--- config.mk ---
export PLATFORM = sky130hd
export DESIGN_NAME = core_slice
export DESIGN_NICKNAME = d
export VERILOG_FILES = /design/src/hdl/isa_pkg.sv /design/src/hdl/pipe_pkg.sv /design/src/hdl/id_decoder.sv /design/src/hdl/reg_file.sv /design/src/hdl/id_exe_reg.sv /design/src/hdl/exe_alu.sv /design/src/hdl/core_slice.sv
export SDC_FILE = /design/constraint.sdc
export NUM_CORES = 2
export LEC_CHECK = 0
export ABC_AREA = 1
export BUFFER_PORTS_ARGS = -buffer_cell sky130_fd_sc_hd__clkbuf_2
export CAP_MARGIN = 30
export CORE_MARGIN = 4
export CORE_UTILIZATION = 28
export DETAILED_ROUTE_END_ITERATION = 8
export PLACE_DENSITY = 0.52
export SLEW_MARGIN = 20
export SYNTH_ARGS = -nofsm -noshare
export SYNTH_HDL_FRONTEND = slang
export SYNTH_SLANG_ARGS = --single-unit
--- constraint.sdc ---
create_clock -name clk -period 4.5 [get_ports clk]
set_clock_uncertainty 0.05 [all_clocks]
set_input_delay 0.675 -clock clk [delete_from_list [all_inputs] [get_ports clk]]
set_output_delay 0.675 -clock clk [all_outputs]
set_load 0.03 [all_outputs]
--- src/hdl/isa_pkg.sv ---
package isa_pkg;

	////////////////////////////////////////
	// Opcodes
	////////////////////////////////////////
	localparam logic [5:0] OP_RTYPE = 6'h00;
	localparam logic [5:0] OP_ADDI  = 6'h08;
	localparam logic [5:0] OP_ORI   = 6'h0d;
	localparam logic [5:0] OP_LUI   = 6'h0f;

	////////////////////////////////////////
	// R-type function codes
	////////////////////////////////////////
	localparam logic [5:0] FN_ADD = 6'h20;
	localparam logic [5:0] FN_SUB = 6'h22;
	localparam logic [5:0] FN_AND = 6'h24;
	localparam logic [5:0] FN_OR  = 6'h25;
	localparam logic [5:0] FN_XOR = 6'h26;
	localparam logic [5:0] FN_SLT = 6'h2a;

	////////////////////////////////////////
	// Instruction word views
	////////////////////////////////////////
	typedef struct packed {
		logic [5:0] opcode;
		logic [4:0] rs;
		logic [4:0] rt;
		logic [4:0] rd;
		logic [4:0] shamt;
		logic [5:0] funct;
	} r_fields_t;

	typedef struct packed {
		logic [5:0]  opcode;
		logic [4:0]  rs;
		logic [4:0]  rt;
		logic [15:0] imm;
	} i_fields_t;

	// Same 32 bits, read as R-type or I-type
	typedef union packed {
		r_fields_t r;
		i_fields_t i;
	} instr_u;

endpackage

--- src/hdl/pipe_pkg.sv ---
package pipe_pkg;

	////////////////////////////////////////
	// Field widths
	////////////////////////////////////////
	localparam int XLEN    = 32;
	localparam int REG_W   = 5;
	localparam int ALUOP_W = 4;
	localparam int IMM_W   = 16;

	////////////////////////////////////////
	// ALU operations
	////////////////////////////////////////
	localparam logic [ALUOP_W-1:0] ALU_ADD = 4'd0;
	localparam logic [ALUOP_W-1:0] ALU_SUB = 4'd1;
	localparam logic [ALUOP_W-1:0] ALU_AND = 4'd2;
	localparam logic [ALUOP_W-1:0] ALU_OR  = 4'd3;
	localparam logic [ALUOP_W-1:0] ALU_XOR = 4'd4;
	localparam logic [ALUOP_W-1:0] ALU_SLT = 4'd5;
	// Immediate moved into the upper half
	localparam logic [ALUOP_W-1:0] ALU_LUI = 4'd6;

endpackage

--- src/hdl/id_decoder.sv ---
`timescale 1ns/100ps

module id_decoder (
	input  logic                          clk,
	input  logic                          rst,
	input  logic                          ins_req,
	input  isa_pkg::instr_u               ins_data,
	output logic                          ins_ack,
	output logic [pipe_pkg::REG_W-1:0]    rs_addr,
	output logic [pipe_pkg::REG_W-1:0]    rt_addr,
	input  logic [pipe_pkg::XLEN-1:0]     rs_data,
	input  logic [pipe_pkg::XLEN-1:0]     rt_data,
	input  logic                          exe_valid,
	input  logic [pipe_pkg::REG_W-1:0]    exe_dreg,
	input  logic                          exe_we,
	output logic                          exe_load,
	output logic                          exe_clear,
	output logic [pipe_pkg::ALUOP_W-1:0]  id_aluop,
	output logic [pipe_pkg::XLEN-1:0]     id_rega,
	output logic [pipe_pkg::XLEN-1:0]     id_regb,
	output logic [pipe_pkg::IMM_W-1:0]    id_imme,
	output logic                          id_srcb,
	output logic                          id_sign,
	output logic [pipe_pkg::REG_W-1:0]    id_dreg,
	output logic                          id_we,
	output logic                          res_req,
	input  logic                          res_ack
);
	import isa_pkg::*;
	import pipe_pkg::*;

	instr_u buf_word;
	logic   buf_valid;
	logic   ins_take;
	logic   known;
	logic   uses_rs;
	logic   uses_rt;
	logic   hazard;

	////////////////////////////////////////
	// Decode of the buffered word
	////////////////////////////////////////
	assign rs_addr = buf_word.r.rs;
	assign rt_addr = buf_word.r.rt;
	assign id_rega = rs_data;
	assign id_regb = rt_data;
	assign id_imme = buf_word.i.imm;
	// Unknown encodings still retire without a write
	assign id_we   = known;

	always_comb begin
		id_aluop = ALU_ADD;
		id_srcb  = 1'b0;
		id_sign  = 1'b0;
		id_dreg  = buf_word.r.rd;
		known    = 1'b0;
		uses_rs  = 1'b0;
		uses_rt  = 1'b0;
		case (buf_word.r.opcode)
			OP_RTYPE: begin
				known   = 1'b1;
				uses_rs = 1'b1;
				uses_rt = 1'b1;
				case (buf_word.r.funct)
					FN_ADD:  id_aluop = ALU_ADD;
					FN_SUB:  id_aluop = ALU_SUB;
					FN_AND:  id_aluop = ALU_AND;
					FN_OR:   id_aluop = ALU_OR;
					FN_XOR:  id_aluop = ALU_XOR;
					FN_SLT:  id_aluop = ALU_SLT;
					default: known = 1'b0;
				endcase
			end
			OP_ADDI: begin
				known    = 1'b1;
				uses_rs  = 1'b1;
				id_srcb  = 1'b1;
				id_sign  = 1'b1;
				id_dreg  = buf_word.i.rt;
			end
			OP_ORI: begin
				known    = 1'b1;
				uses_rs  = 1'b1;
				id_aluop = ALU_OR;
				id_srcb  = 1'b1;
				id_dreg  = buf_word.i.rt;
			end
			OP_LUI: begin
				known    = 1'b1;
				id_aluop = ALU_LUI;
				id_srcb  = 1'b1;
				id_dreg  = buf_word.i.rt;
			end
			default: known = 1'b0;
		endcase
	end

	////////////////////////////////////////
	// Hazard and ID/EX control
	////////////////////////////////////////
	// RAW against the ID/EX item that writes back only at retire
	assign hazard = exe_valid && exe_we && (exe_dreg != '0) &&
		((known && uses_rs && exe_dreg == rs_addr) ||
		 (known && uses_rt && exe_dreg == rt_addr));

	// Retire on the edge where res_ack is seen with res_req up
	assign exe_clear = res_req && res_ack;
	assign exe_load  = buf_valid && (!exe_valid || exe_clear) && !hazard;

	// Buffer accepts a word when empty or emptying this edge
	assign ins_take = ins_req && !ins_ack && (!buf_valid || exe_load);

	////////////////////////////////////////
	// Handshake state
	////////////////////////////////////////
	always_ff @(posedge clk) begin
		if (rst) begin
			ins_ack   <= 1'b0;
			buf_valid <= 1'b0;
			res_req   <= 1'b0;
		end else begin
			if (ins_take)
				ins_ack <= 1'b1;
			else if (!ins_req)
				ins_ack <= 1'b0;

			if (ins_take)
				buf_valid <= 1'b1;
			else if (exe_load)
				buf_valid <= 1'b0;

			// Next result waits for res_ack to return low
			if (exe_clear)
				res_req <= 1'b0;
			else if (exe_valid && !res_ack)
				res_req <= 1'b1;
		end
	end

	always_ff @(posedge clk) begin
		if (ins_take)
			buf_word <= ins_data;
	end

	a_ack_after_req: assert property (@(posedge clk) disable iff (rst)
		$rose(ins_ack) |-> $past(ins_req));

	a_res_req_held: assert property (@(posedge clk) disable iff (rst)
		res_req && !res_ack |=> res_req);

endmodule

--- src/hdl/reg_file.sv ---
`timescale 1ns/100ps

module reg_file (
	input  logic                       clk,
	input  logic                       rst,
	input  logic [pipe_pkg::REG_W-1:0] rs_addr,
	input  logic [pipe_pkg::REG_W-1:0] rt_addr,
	output logic [pipe_pkg::XLEN-1:0]  rs_data,
	output logic [pipe_pkg::XLEN-1:0]  rt_data,
	input  logic                       wr_en,
	input  logic [pipe_pkg::REG_W-1:0] wr_addr,
	input  logic [pipe_pkg::XLEN-1:0]  wr_data
);
	import pipe_pkg::*;

	localparam int NREGS = 2**REG_W;

	logic [XLEN-1:0] regs [NREGS];

	////////////////////////////////////////
	// Write port
	////////////////////////////////////////
	always_ff @(posedge clk) begin
		if (rst) begin
			for (int i = 0; i < NREGS; i++)
				regs[i] <= '0;
		end else if (wr_en && wr_addr != '0) begin
			regs[wr_addr] <= wr_data;
		end
	end

	////////////////////////////////////////
	// Read ports
	////////////////////////////////////////
	// r0 is hardwired to zero
	assign rs_data = (rs_addr == '0) ? '0 : regs[rs_addr];
	assign rt_data = (rt_addr == '0) ? '0 : regs[rt_addr];

endmodule

--- src/hdl/id_exe_reg.sv ---
`timescale 1ns/100ps

module id_exe_reg (
	input  logic                          clk,
	input  logic                          rst,
	input  logic                          load,
	input  logic                          clear,
	input  logic [pipe_pkg::ALUOP_W-1:0]  aluop,
	input  logic [pipe_pkg::XLEN-1:0]     rega,
	input  logic [pipe_pkg::XLEN-1:0]     regb,
	input  logic [pipe_pkg::IMM_W-1:0]    imme,
	input  logic                          srcb,
	input  logic                          sign,
	input  logic [pipe_pkg::REG_W-1:0]    dreg,
	input  logic                          we,
	output logic [pipe_pkg::ALUOP_W-1:0]  exe_aluop,
	output logic [pipe_pkg::XLEN-1:0]     exe_rega,
	output logic [pipe_pkg::XLEN-1:0]     exe_regb,
	output logic [pipe_pkg::IMM_W-1:0]    exe_imme,
	output logic                          exe_srcb,
	output logic                          exe_sign,
	output logic [pipe_pkg::REG_W-1:0]    exe_dreg,
	output logic                          exe_we,
	output logic                          exe_valid
);

	////////////////////////////////////////
	// Valid and write enable
	////////////////////////////////////////
	// Load wins when it meets clear on a retire edge
	always_ff @(posedge clk) begin
		if (rst) begin
			exe_valid <= 1'b0;
			exe_we    <= 1'b0;
		end else if (load) begin
			exe_valid <= 1'b1;
			exe_we    <= we;
		end else if (clear) begin
			exe_valid <= 1'b0;
			exe_we    <= 1'b0;
		end
	end

	// Operands and controls for execute
	always_ff @(posedge clk) begin
		if (load) begin
			exe_aluop <= aluop;
			exe_rega  <= rega;
			exe_regb  <= regb;
			exe_imme  <= imme;
			exe_srcb  <= srcb;
			exe_sign  <= sign;
			exe_dreg  <= dreg;
		end
	end

	a_no_overwrite: assert property (@(posedge clk) disable iff (rst)
		load |-> (!exe_valid || clear));

endmodule

--- src/hdl/exe_alu.sv ---
`timescale 1ns/100ps

module exe_alu (
	input  logic [pipe_pkg::ALUOP_W-1:0] exe_aluop,
	input  logic [pipe_pkg::XLEN-1:0]    exe_rega,
	input  logic [pipe_pkg::XLEN-1:0]    exe_regb,
	input  logic [pipe_pkg::IMM_W-1:0]   exe_imme,
	input  logic                         exe_srcb,
	input  logic                         exe_sign,
	output logic [pipe_pkg::XLEN-1:0]    result
);
	import pipe_pkg::*;

	logic [XLEN-1:0] imm_ext;
	logic [XLEN-1:0] opb;

	////////////////////////////////////////
	// Operand B
	////////////////////////////////////////
	always_comb begin
		if (exe_sign)
			imm_ext = {{(XLEN-IMM_W){exe_imme[IMM_W-1]}}, exe_imme};
		else
			imm_ext = {{(XLEN-IMM_W){1'b0}}, exe_imme};
	end

	assign opb = exe_srcb ? imm_ext : exe_regb;

	////////////////////////////////////////
	// Function unit
	////////////////////////////////////////
	always_comb begin
		case (exe_aluop)
			ALU_ADD: result = exe_rega + opb;
			ALU_SUB: result = exe_rega - opb;
			ALU_AND: result = exe_rega & opb;
			ALU_OR:  result = exe_rega | opb;
			ALU_XOR: result = exe_rega ^ opb;
			// Signed compare giving 0 or 1
			ALU_SLT: result = {{(XLEN-1){1'b0}}, $signed(exe_rega) < $signed(opb)};
			ALU_LUI: result = {exe_imme, {(XLEN-IMM_W){1'b0}}};
			default: result = '0;
		endcase
	end

endmodule

--- src/hdl/core_slice.sv ---
`timescale 1ns/100ps

module core_slice (
	input  logic                       clk,
	input  logic                       rst,
	input  logic                       ins_req,
	input  isa_pkg::instr_u            ins_data,
	output logic                       ins_ack,
	output logic                       res_req,
	input  logic                       res_ack,
	output logic [pipe_pkg::XLEN-1:0]  res_data,
	output logic [pipe_pkg::REG_W-1:0] res_dreg,
	output logic                       res_we
);
	import pipe_pkg::*;

	logic [REG_W-1:0]   rs_addr;
	logic [REG_W-1:0]   rt_addr;
	logic [XLEN-1:0]    rs_data;
	logic [XLEN-1:0]    rt_data;
	logic               exe_load;
	logic               exe_clear;
	logic               exe_valid;
	logic               wr_en;

	// Decode side of ID/EX
	logic [ALUOP_W-1:0] id_aluop;
	logic [XLEN-1:0]    id_rega;
	logic [XLEN-1:0]    id_regb;
	logic [IMM_W-1:0]   id_imme;
	logic               id_srcb;
	logic               id_sign;
	logic [REG_W-1:0]   id_dreg;
	logic               id_we;

	// Execute side of ID/EX
	logic [ALUOP_W-1:0] exe_aluop;
	logic [XLEN-1:0]    exe_rega;
	logic [XLEN-1:0]    exe_regb;
	logic [IMM_W-1:0]   exe_imme;
	logic               exe_srcb;
	logic               exe_sign;
	logic [REG_W-1:0]   exe_dreg;
	logic               exe_we;

	assign res_dreg = exe_dreg;
	assign res_we   = exe_we;
	// Writeback happens at retire
	assign wr_en    = res_req && res_ack && exe_we;

	id_decoder u_id_decoder (
		.clk       (clk),
		.rst       (rst),
		.ins_req   (ins_req),
		.ins_data  (ins_data),
		.ins_ack   (ins_ack),
		.rs_addr   (rs_addr),
		.rt_addr   (rt_addr),
		.rs_data   (rs_data),
		.rt_data   (rt_data),
		.exe_valid (exe_valid),
		.exe_dreg  (exe_dreg),
		.exe_we    (exe_we),
		.exe_load  (exe_load),
		.exe_clear (exe_clear),
		.id_aluop  (id_aluop),
		.id_rega   (id_rega),
		.id_regb   (id_regb),
		.id_imme   (id_imme),
		.id_srcb   (id_srcb),
		.id_sign   (id_sign),
		.id_dreg   (id_dreg),
		.id_we     (id_we),
		.res_req   (res_req),
		.res_ack   (res_ack)
	);

	reg_file u_reg_file (
		.clk     (clk),
		.rst     (rst),
		.rs_addr (rs_addr),
		.rt_addr (rt_addr),
		.rs_data (rs_data),
		.rt_data (rt_data),
		.wr_en   (wr_en),
		.wr_addr (exe_dreg),
		.wr_data (res_data)
	);

	id_exe_reg u_id_exe_reg (
		.clk       (clk),
		.rst       (rst),
		.load      (exe_load),
		.clear     (exe_clear),
		.aluop     (id_aluop),
		.rega      (id_rega),
		.regb      (id_regb),
		.imme      (id_imme),
		.srcb      (id_srcb),
		.sign      (id_sign),
		.dreg      (id_dreg),
		.we        (id_we),
		.exe_aluop (exe_aluop),
		.exe_rega  (exe_rega),
		.exe_regb  (exe_regb),
		.exe_imme  (exe_imme),
		.exe_srcb  (exe_srcb),
		.exe_sign  (exe_sign),
		.exe_dreg  (exe_dreg),
		.exe_we    (exe_we),
		.exe_valid (exe_valid)
	);

	exe_alu u_exe_alu (
		.exe_aluop (exe_aluop),
		.exe_rega  (exe_rega),
		.exe_regb  (exe_regb),
		.exe_imme  (exe_imme),
		.exe_srcb  (exe_srcb),
		.exe_sign  (exe_sign),
		.result    (res_data)
	);

endmodule

# ---- Word-level counts from Yosys, hierarchy flattened
# Memory sizes are Yosys's and may differ from the RTL's. A register that Yosys moved wholly into a read port is not among the register bits.
# Index checks and enable logic that the tools add are counted.
dict set report classes {
  n_addsub 2
  mul 0
  div 0
  order_cmp 1
  eq_ne 18
  shifts 0
  n_mux 27
  bitwise_logic 3
  reduce_logical 35
}
# cell n
set op_table {}
lappend op_table {{32-bit one-hot mux with 7 select lines} 1}
lappend op_table {{32-bit 2-to-1 mux} 3}
lappend op_table {{6-bit == test, second input constant} 6}
lappend op_table {{32-bit adder} 1}
lappend op_table {{32-bit bitwise AND} 1}
lappend op_table {{32-bit < comparator} 1}
lappend op_table {{32-bit OR} 1}
lappend op_table {{32-bit OR reduction} 1}
lappend op_table {{32-bit subtractor} 1}
lappend op_table {{32-bit bitwise XOR} 1}
lappend op_table {{6-bit by 4-bit == test with 1-bit output, second input constant} 3}
lappend op_table {{1-bit 2-to-1 mux} 18}
lappend op_table {{1-bit logical AND} 15}
lappend op_table {{3-bit one-hot mux with 5 select lines} 1}
lappend op_table {{4-bit by 3-bit == test with 1-bit output, second input constant} 3}
lappend op_table {{4-bit one-hot mux with 3 select lines} 1}
lappend op_table {{5-bit == test} 2}
lappend op_table {{5-bit zero test} 2}
lappend op_table {{5-bit 2-to-1 mux} 2}
lappend op_table {{4-bit by 2-bit == test with 1-bit output, second input constant} 2}
lappend op_table {{6-bit zero test} 1}
lappend op_table {{3-bit OR reduction} 2}
lappend op_table {{6-bit OR reduction} 1}
lappend op_table {{1-bit zero test} 5}
lappend op_table {{other kinds (8)} 11}
dict set report word_totals {
  regBits 64
  latch_bits 0
  ram_bits 1024
  romBits 0
  input_bits 36
  word_cells 98
  mem_count 1
}
# name words width rd rd_ports_with_merged_regs wr line
set memory_table {}
lappend memory_table {u_reg_file.regs 32 32 2 2 32 reg_file.sv:18} ;# logic [XLEN-1:0] regs [NREGS];

# ---- Longest topological paths before layout
dict set report logic_depth {
  word_depth 13
  ltp_mapped 21
}

# ---- Cells and area by module
# Synthesis repeated with hierarchy kept, for this count alone.
dict set report hier_totals {
  cells_unflattened 8937
  area_unflattened_um2 68355.6
}
# mod n_inst cells_per_inst area_per_inst_um2 seq_area_each_um2
set by_module_without_submodules {}
lappend by_module_without_submodules {reg_file 1 7252 56525.5 30749.5}
lappend by_module_without_submodules {exe_alu 1 1352 6762.7 0.0}
lappend by_module_without_submodules {id_exe_reg 1 102 2808.9 2772.7}
lappend by_module_without_submodules {id_decoder 1 228 2244.7 1021.0}
lappend by_module_without_submodules {core_slice 1 3 13.8 0.0}

# ---- Worst setup path before layout
# OpenSTA, ideal clock, no wires.
dict set report synth_timing {
  path_kind {register to register}
  start {register u_id_exe_reg.exe_dreg[2] in the netlist's numbering}
  end {register u_id_exe_reg.exe_aluop[0] in the netlist's numbering, enable pin}
  setup_time_ps 443
  t_arrival_ps 3128
  setup_slack_ps 879
  path_stages_with_launch 9
  n_path_buf 1
  period_less_slack_ps 3621
  cell_sequence {edfxtp_1 > buf_2 > nor3_1 > nand2_1 > nand3_1 > a21oi_1 > nand3_1 > nand3_1 > inv_1}
}
dict set report synth_via {
  elab_chain_cells 6
}
# item line
set synth_rtl {}
lappend synth_rtl {{start, declared} id_exe_reg.sv:22} ;# output logic [pipe_pkg::REG_W-1:0] exe_dreg,
lappend synth_rtl {{start signal, assigned} id_exe_reg.sv:53} ;# exe_dreg <= dreg;
lappend synth_rtl {{5-bit == test, on equally long branches} {id_decoder.sv:103, id_decoder.sv:104}}
lappend synth_rtl {{1-bit logical AND, on equally long branches} {id_decoder.sv:103, id_decoder.sv:104}}
lappend synth_rtl {{1-bit logical OR} id_decoder.sv:103} ;# ((known && uses_rs && exe_dreg == rs_addr) ||
lappend synth_rtl {{1-bit logical AND *} id_decoder.sv:102} ;# assign hazard = exe_valid && exe_we && (exe_dreg != '0) &&
lappend synth_rtl {{1-bit zero test *} id_decoder.sv:108} ;# assign exe_load = buf_valid && (!exe_valid || exe_clear) && !hazard;
lappend synth_rtl {{1-bit logical AND *} id_decoder.sv:108}
lappend synth_rtl {{via exe_load} core_slice.sv:21} ;# logic exe_load;
lappend synth_rtl {{end signal, assigned} id_exe_reg.sv:47} ;# exe_aluop <= aluop;
lappend synth_rtl {{end, declared} id_exe_reg.sv:16} ;# output logic [pipe_pkg::ALUOP_W-1:0] exe_aluop,
# Mark *: on every way through the listed nets, which the timed path passes. The rest lies on a longest branch.
# A chain may end at the register's enable or synchronous reset.

# ---- Final worst setup path
dict set report layout_timing {
  start {register u_id_exe_reg.exe_srcb}
  end {output res_data[31] in the netlist's numbering}
}
dict set report layout_via {
  elab_chain_cells 3
}
# item line
set layout_rtl {}
lappend layout_rtl {{start, declared} id_exe_reg.sv:20} ;# output logic exe_srcb,
lappend layout_rtl {{start signal, assigned} id_exe_reg.sv:51} ;# exe_srcb <= srcb;
lappend layout_rtl {{32-bit 2-to-1 mux *} exe_alu.sv:27} ;# assign opb = exe_srcb ? imm_ext : exe_regb;
lappend layout_rtl {{32-bit subtractor, or another cell as far along} exe_alu.sv:35} ;# ALU_SUB: result = exe_rega - opb;
lappend layout_rtl {{32-bit one-hot mux with 7 select lines *} exe_alu.sv:33} ;# case (exe_aluop)
lappend layout_rtl {{end, declared} core_slice.sv:11} ;# output logic [pipe_pkg::XLEN-1:0] res_data,
# Mark *: on every way between the ends. The rest lies on a longest branch, timed or not.

==> flow_summary_export.csv <==
group,metric,value,unit
run_status,status,"finished with violations",
run_status,violations,"negative setup slack",
cells_and_area,drive_above_1_share,11.6,%
critical_path,crit_slowest_cell,"edfxtp_1",
job,drv_cap,0,
sta,finalMaxSlewViolations,0,
cells_and_area,mostFrequentLayoutCell,"nand2_1",
synth,yosysWarnings,0,
synth,synthesis.instances,8317,
place,pre_cts_ws,0.0500,ns
power,ir_drop,0.291,mV
critical_path,cp.required,3.77,ns
cells_and_area,layout.cells.most_common_list,"nand2_1 (1392), o21ai_0 (1151), edfxtp_1 (1146)",
place,placed_area,72500,um2
synth,ys_seq_area_share,51.1,%
routing,postRouteAntennaNets,0,
floorplan,top_level_ports,76,
routing,wire_per_inst,26.6,um
clocking,clk_latency,0.80,ns
place,portBuffers,75,
global_route,grt.busiest_layer,"met2",
sta,slew_headroom,35.1,%
place,dpl.hpwl,204,mm
clocking,cts_buffers,140,
critical_path,worstPathArrival,3.83,ns
sta,finalSetupTns,-0.126,ns
cells_and_area,stdcell_count,11571,
routing,viasPerCell,5.40,
floorplan,start_util,28.2,%
global_route,use_met3,5.10,%
critical_path,cp-end-kind,"output port",
cells_and_area,utilization,33.1,%
floorplan,die_h,499,um
power,powerDensity,375,nW/um2
clocking,cts_tree,"done",
floorplan,die_w,499,um
critical_path,critPathLaunchType,"flop",
synth,ys_ff_latch,1151,
critical_path,crit_path_max_incr_delay,0.40,ns
floorplan,die_area,249000,um2
critical_path,cp_max_fo,7,
global_route,track_usage,23.8,%
global_route,grt_pass1_wl,432,mm
sta,tightest_slew,0.963,ns
floorplan,core,239000,um2
synth,avgSynthCellArea,8.12,um2
critical_path,cp_common_cell,"nand2_1",
cells_and_area,syn_to_final_growth,17.1,%
sta,fin_crit,4.56,ns
sta,setup_viol,4,
routing,dr.pass1.iters,9,
cells_and_area,fillCellCount,24658,
global_route,gr-usage-met2,37.2,%
sta,finalHoldViolCount,0,
place,gp_congestion,0.939,
synth,synth.distinct_cells,55,
clocking,htreeDepth,4,
clocking,clock_sinks,1151,
sta,final.period_utilization,101,%
critical_path,worstSetupPathType,"flop to output port",
place,place_inst,11250,
global_route,gr-total-overflow,0,
cells_and_area,layout.nets,8438,
global_route,antenna_found_initial,18,
sta,hold_slack,0.0535,ns
sta,max_freq,219,MHz
critical_path,cp_cell_sequence,"buf_6 -> buf_4 -> nand2_1 -> o21ai_0 -> buf_4 -> ha_4 -> nor2_2 -> nand2_1 -> inv_1 -> nand3_1 -> nand2_1 -> nand2_1 -> nand2_2 -> nand2_1 -> nand2_1 -> nand2_1 -> nand3_2 -> nand3_4 -> buf_12 -> clkbuf_4",
routing,drt-initial-drc-count,8898,
critical_path,path_buf_inv,6,
critical_path,critPathTopFamily,"simple AND/OR/NAND/NOR gates",
power,p_leak,32.9,nW
routing,vias,62430,
global_route,grt_util_met1,32.2,%
routing,drt_wl_total,308,mm
global_route,grt_max_degree,116,
clocking,cts.path.max_buffers,3,
clocking,cts_root_buf,"clkbuf_16",
sta,rsz0062_at_grt,"yes",
clocking,clk_pin_slew_worst_paths,0.06,ns
synth,syn-cell-area,67500,um2
hold_path,min_path_type,"primary input to flop",
global_route,grt_pass1_vias,58433,
floorplan,rows,179,
sta,fin_ws,-0.0582,ns
routing,drc,0,
cells_and_area,final_area,79000,um2
power,p_total,29.6,mW
[state kept, by name (all words and copies together), names as in the netlist, 3 cells and up]
| register | count |
|---|---|
| u_id_decoder.buf_word | 32 |
| u_id_exe_reg.exe_aluop | 3 |
| u_reg_file.regs | 1024 |
| u_id_exe_reg.exe_imme | 16 |
| u_id_exe_reg.exe_rega | 32 |
| u_id_exe_reg.exe_regb | 32 |
| u_id_exe_reg.exe_dreg | 5 |
[where the power goes]
part           switching [mW]  leakage (nW)  internal [mW]
clock network            4.81          2.08           6.15
logic                    4.56          19.0           1.64
registers               0.246          11.8           12.2
total                    9.61          32.9           20.0
[kinds of logic (layout without fill, tap and decap cells)]
logic type / after synthesis / after routing / synth area share [%]
AOI/OAI and AO/OA: 2228 / 2228 / 18.1
xor gates and xnor gates: 10 / 10 / 0.130
adders and majority gates: 103 / 103 / 1.93
buffers and inverters: 1800 / 1853 / 10.7
DFF: 1151 / 1151 / 51.1
muxes: 12 / 12 / 0.178
other: 1 / 35 / 0.00556
and+or+nand+nor: 3012 / 3012 / 17.9
[metal layers]
metal	up-vias	share of wire (%)
li1	27718	-
met1	30351	40
met2	3777	44
met3	574	11
met4	10	4.2
met5	-	0.065
[Yosys cell counts, drive strengths merged]
| master | number | area, um2 |
|---|---|---|
| ha | 101 | 1260 |
| dfxtp | 5 | 100 |
| inv | 1132 | 4250 |
| o21ai | 1204 | 6030 |
| clkinv | 5 | 18.8 |
| and2 | 1 | 6.26 |
| nor3 | 38 | 213 |
| nor4 | 3 | 18.8 |
| nand4 | 35 | 219 |
| a211oi | 28 | 215 |
| a21boi | 1 | 7.51 |
| o21bai | 7 | 52.6 |
| nand3 | 328 | 1700 |
| xor2 | 6 | 52.6 |
| o221ai | 9 | 78.8 |
| edfxtp | 1146 | 34400 |
| nand3b | 2 | 18.8 |
| a311oi | 1 | 8.76 |
| a221oi | 23 | 208 |
| a21oi | 564 | 2820 |
| nor2 | 1115 | 4250 |
| buf | 334 | 1690 |
| a31oi | 29 | 181 |
| conb | 1 | 3.75 |
| a31o | 1 | 8.76 |
| o211a | 9 | 90.1 |
| o22ai | 117 | 732 |
| clkbuf | 329 | 1240 |
| nand2 | 1474 | 5540 |
| o2111ai | 13 | 114 |
| a21o | 1 | 7.51 |
| or2 | 5 | 31.3 |
| xnor2 | 4 | 35.0 |
| o32ai | 1 | 8.76 |
| o211ai | 210 | 1590 |
| and3 | 11 | 68.8 |
| mux2i | 12 | 120 |
| o21a | 7 | 52.6 |
| o311ai | 3 | 26.3 |
| fa | 2 | 40.0 |
[worst paths after layout]
check,startpoint,endpoint,slack [ns],cells after the start
hold / removal,ins_data[3],u_id_decoder.buf_word[3],0.05,1
setup reg to reg,u_id_exe_reg.exe_imme[15],u_reg_file.regs[3][20],0.54,20
hold reg to reg,u_id_decoder.buf_word[8],u_id_exe_reg.exe_imme[8],0.40,0
setup / recovery,u_id_exe_reg.exe_srcb,res_data[31],-0.06,20
[what timing repair did]
| item | CTS | global route |
|---|---|---|
| endpoints found under the setup margin | 25 | 26 |
| pin swaps | 41 | 29 |
| setup buffers | 29 | 12 |
| hold endpoints to repair | 29 | 0 |
| gates cloned | 3 | 0 |
| resized for setup | 278 | 131 |
| hold buffers | 29 | 0 |
[area by class of cell]
| type | instances | area, um2 | share of cell area [%] |
|---|---|---|---|
| Timing Repair Buffer | 472 | 4440 | 5.62 |
| Clock buffer | 176 | 3680 | 4.66 |
| Clock inverter | 68 | 591 | 0.747 |
| Tap cell | 3167 | 3960 | 5.01 |
| Multi-Input combinational cell | 5397 | 27500 | 34.8 |
| Sequential cell | 1151 | 34500 | 43.7 |
| Antenna cell | 3 | 7.51 | 0.00950 |
| Inverter | 1137 | 4320 | 5.46 |
Power figures use the tool's default switching activity.
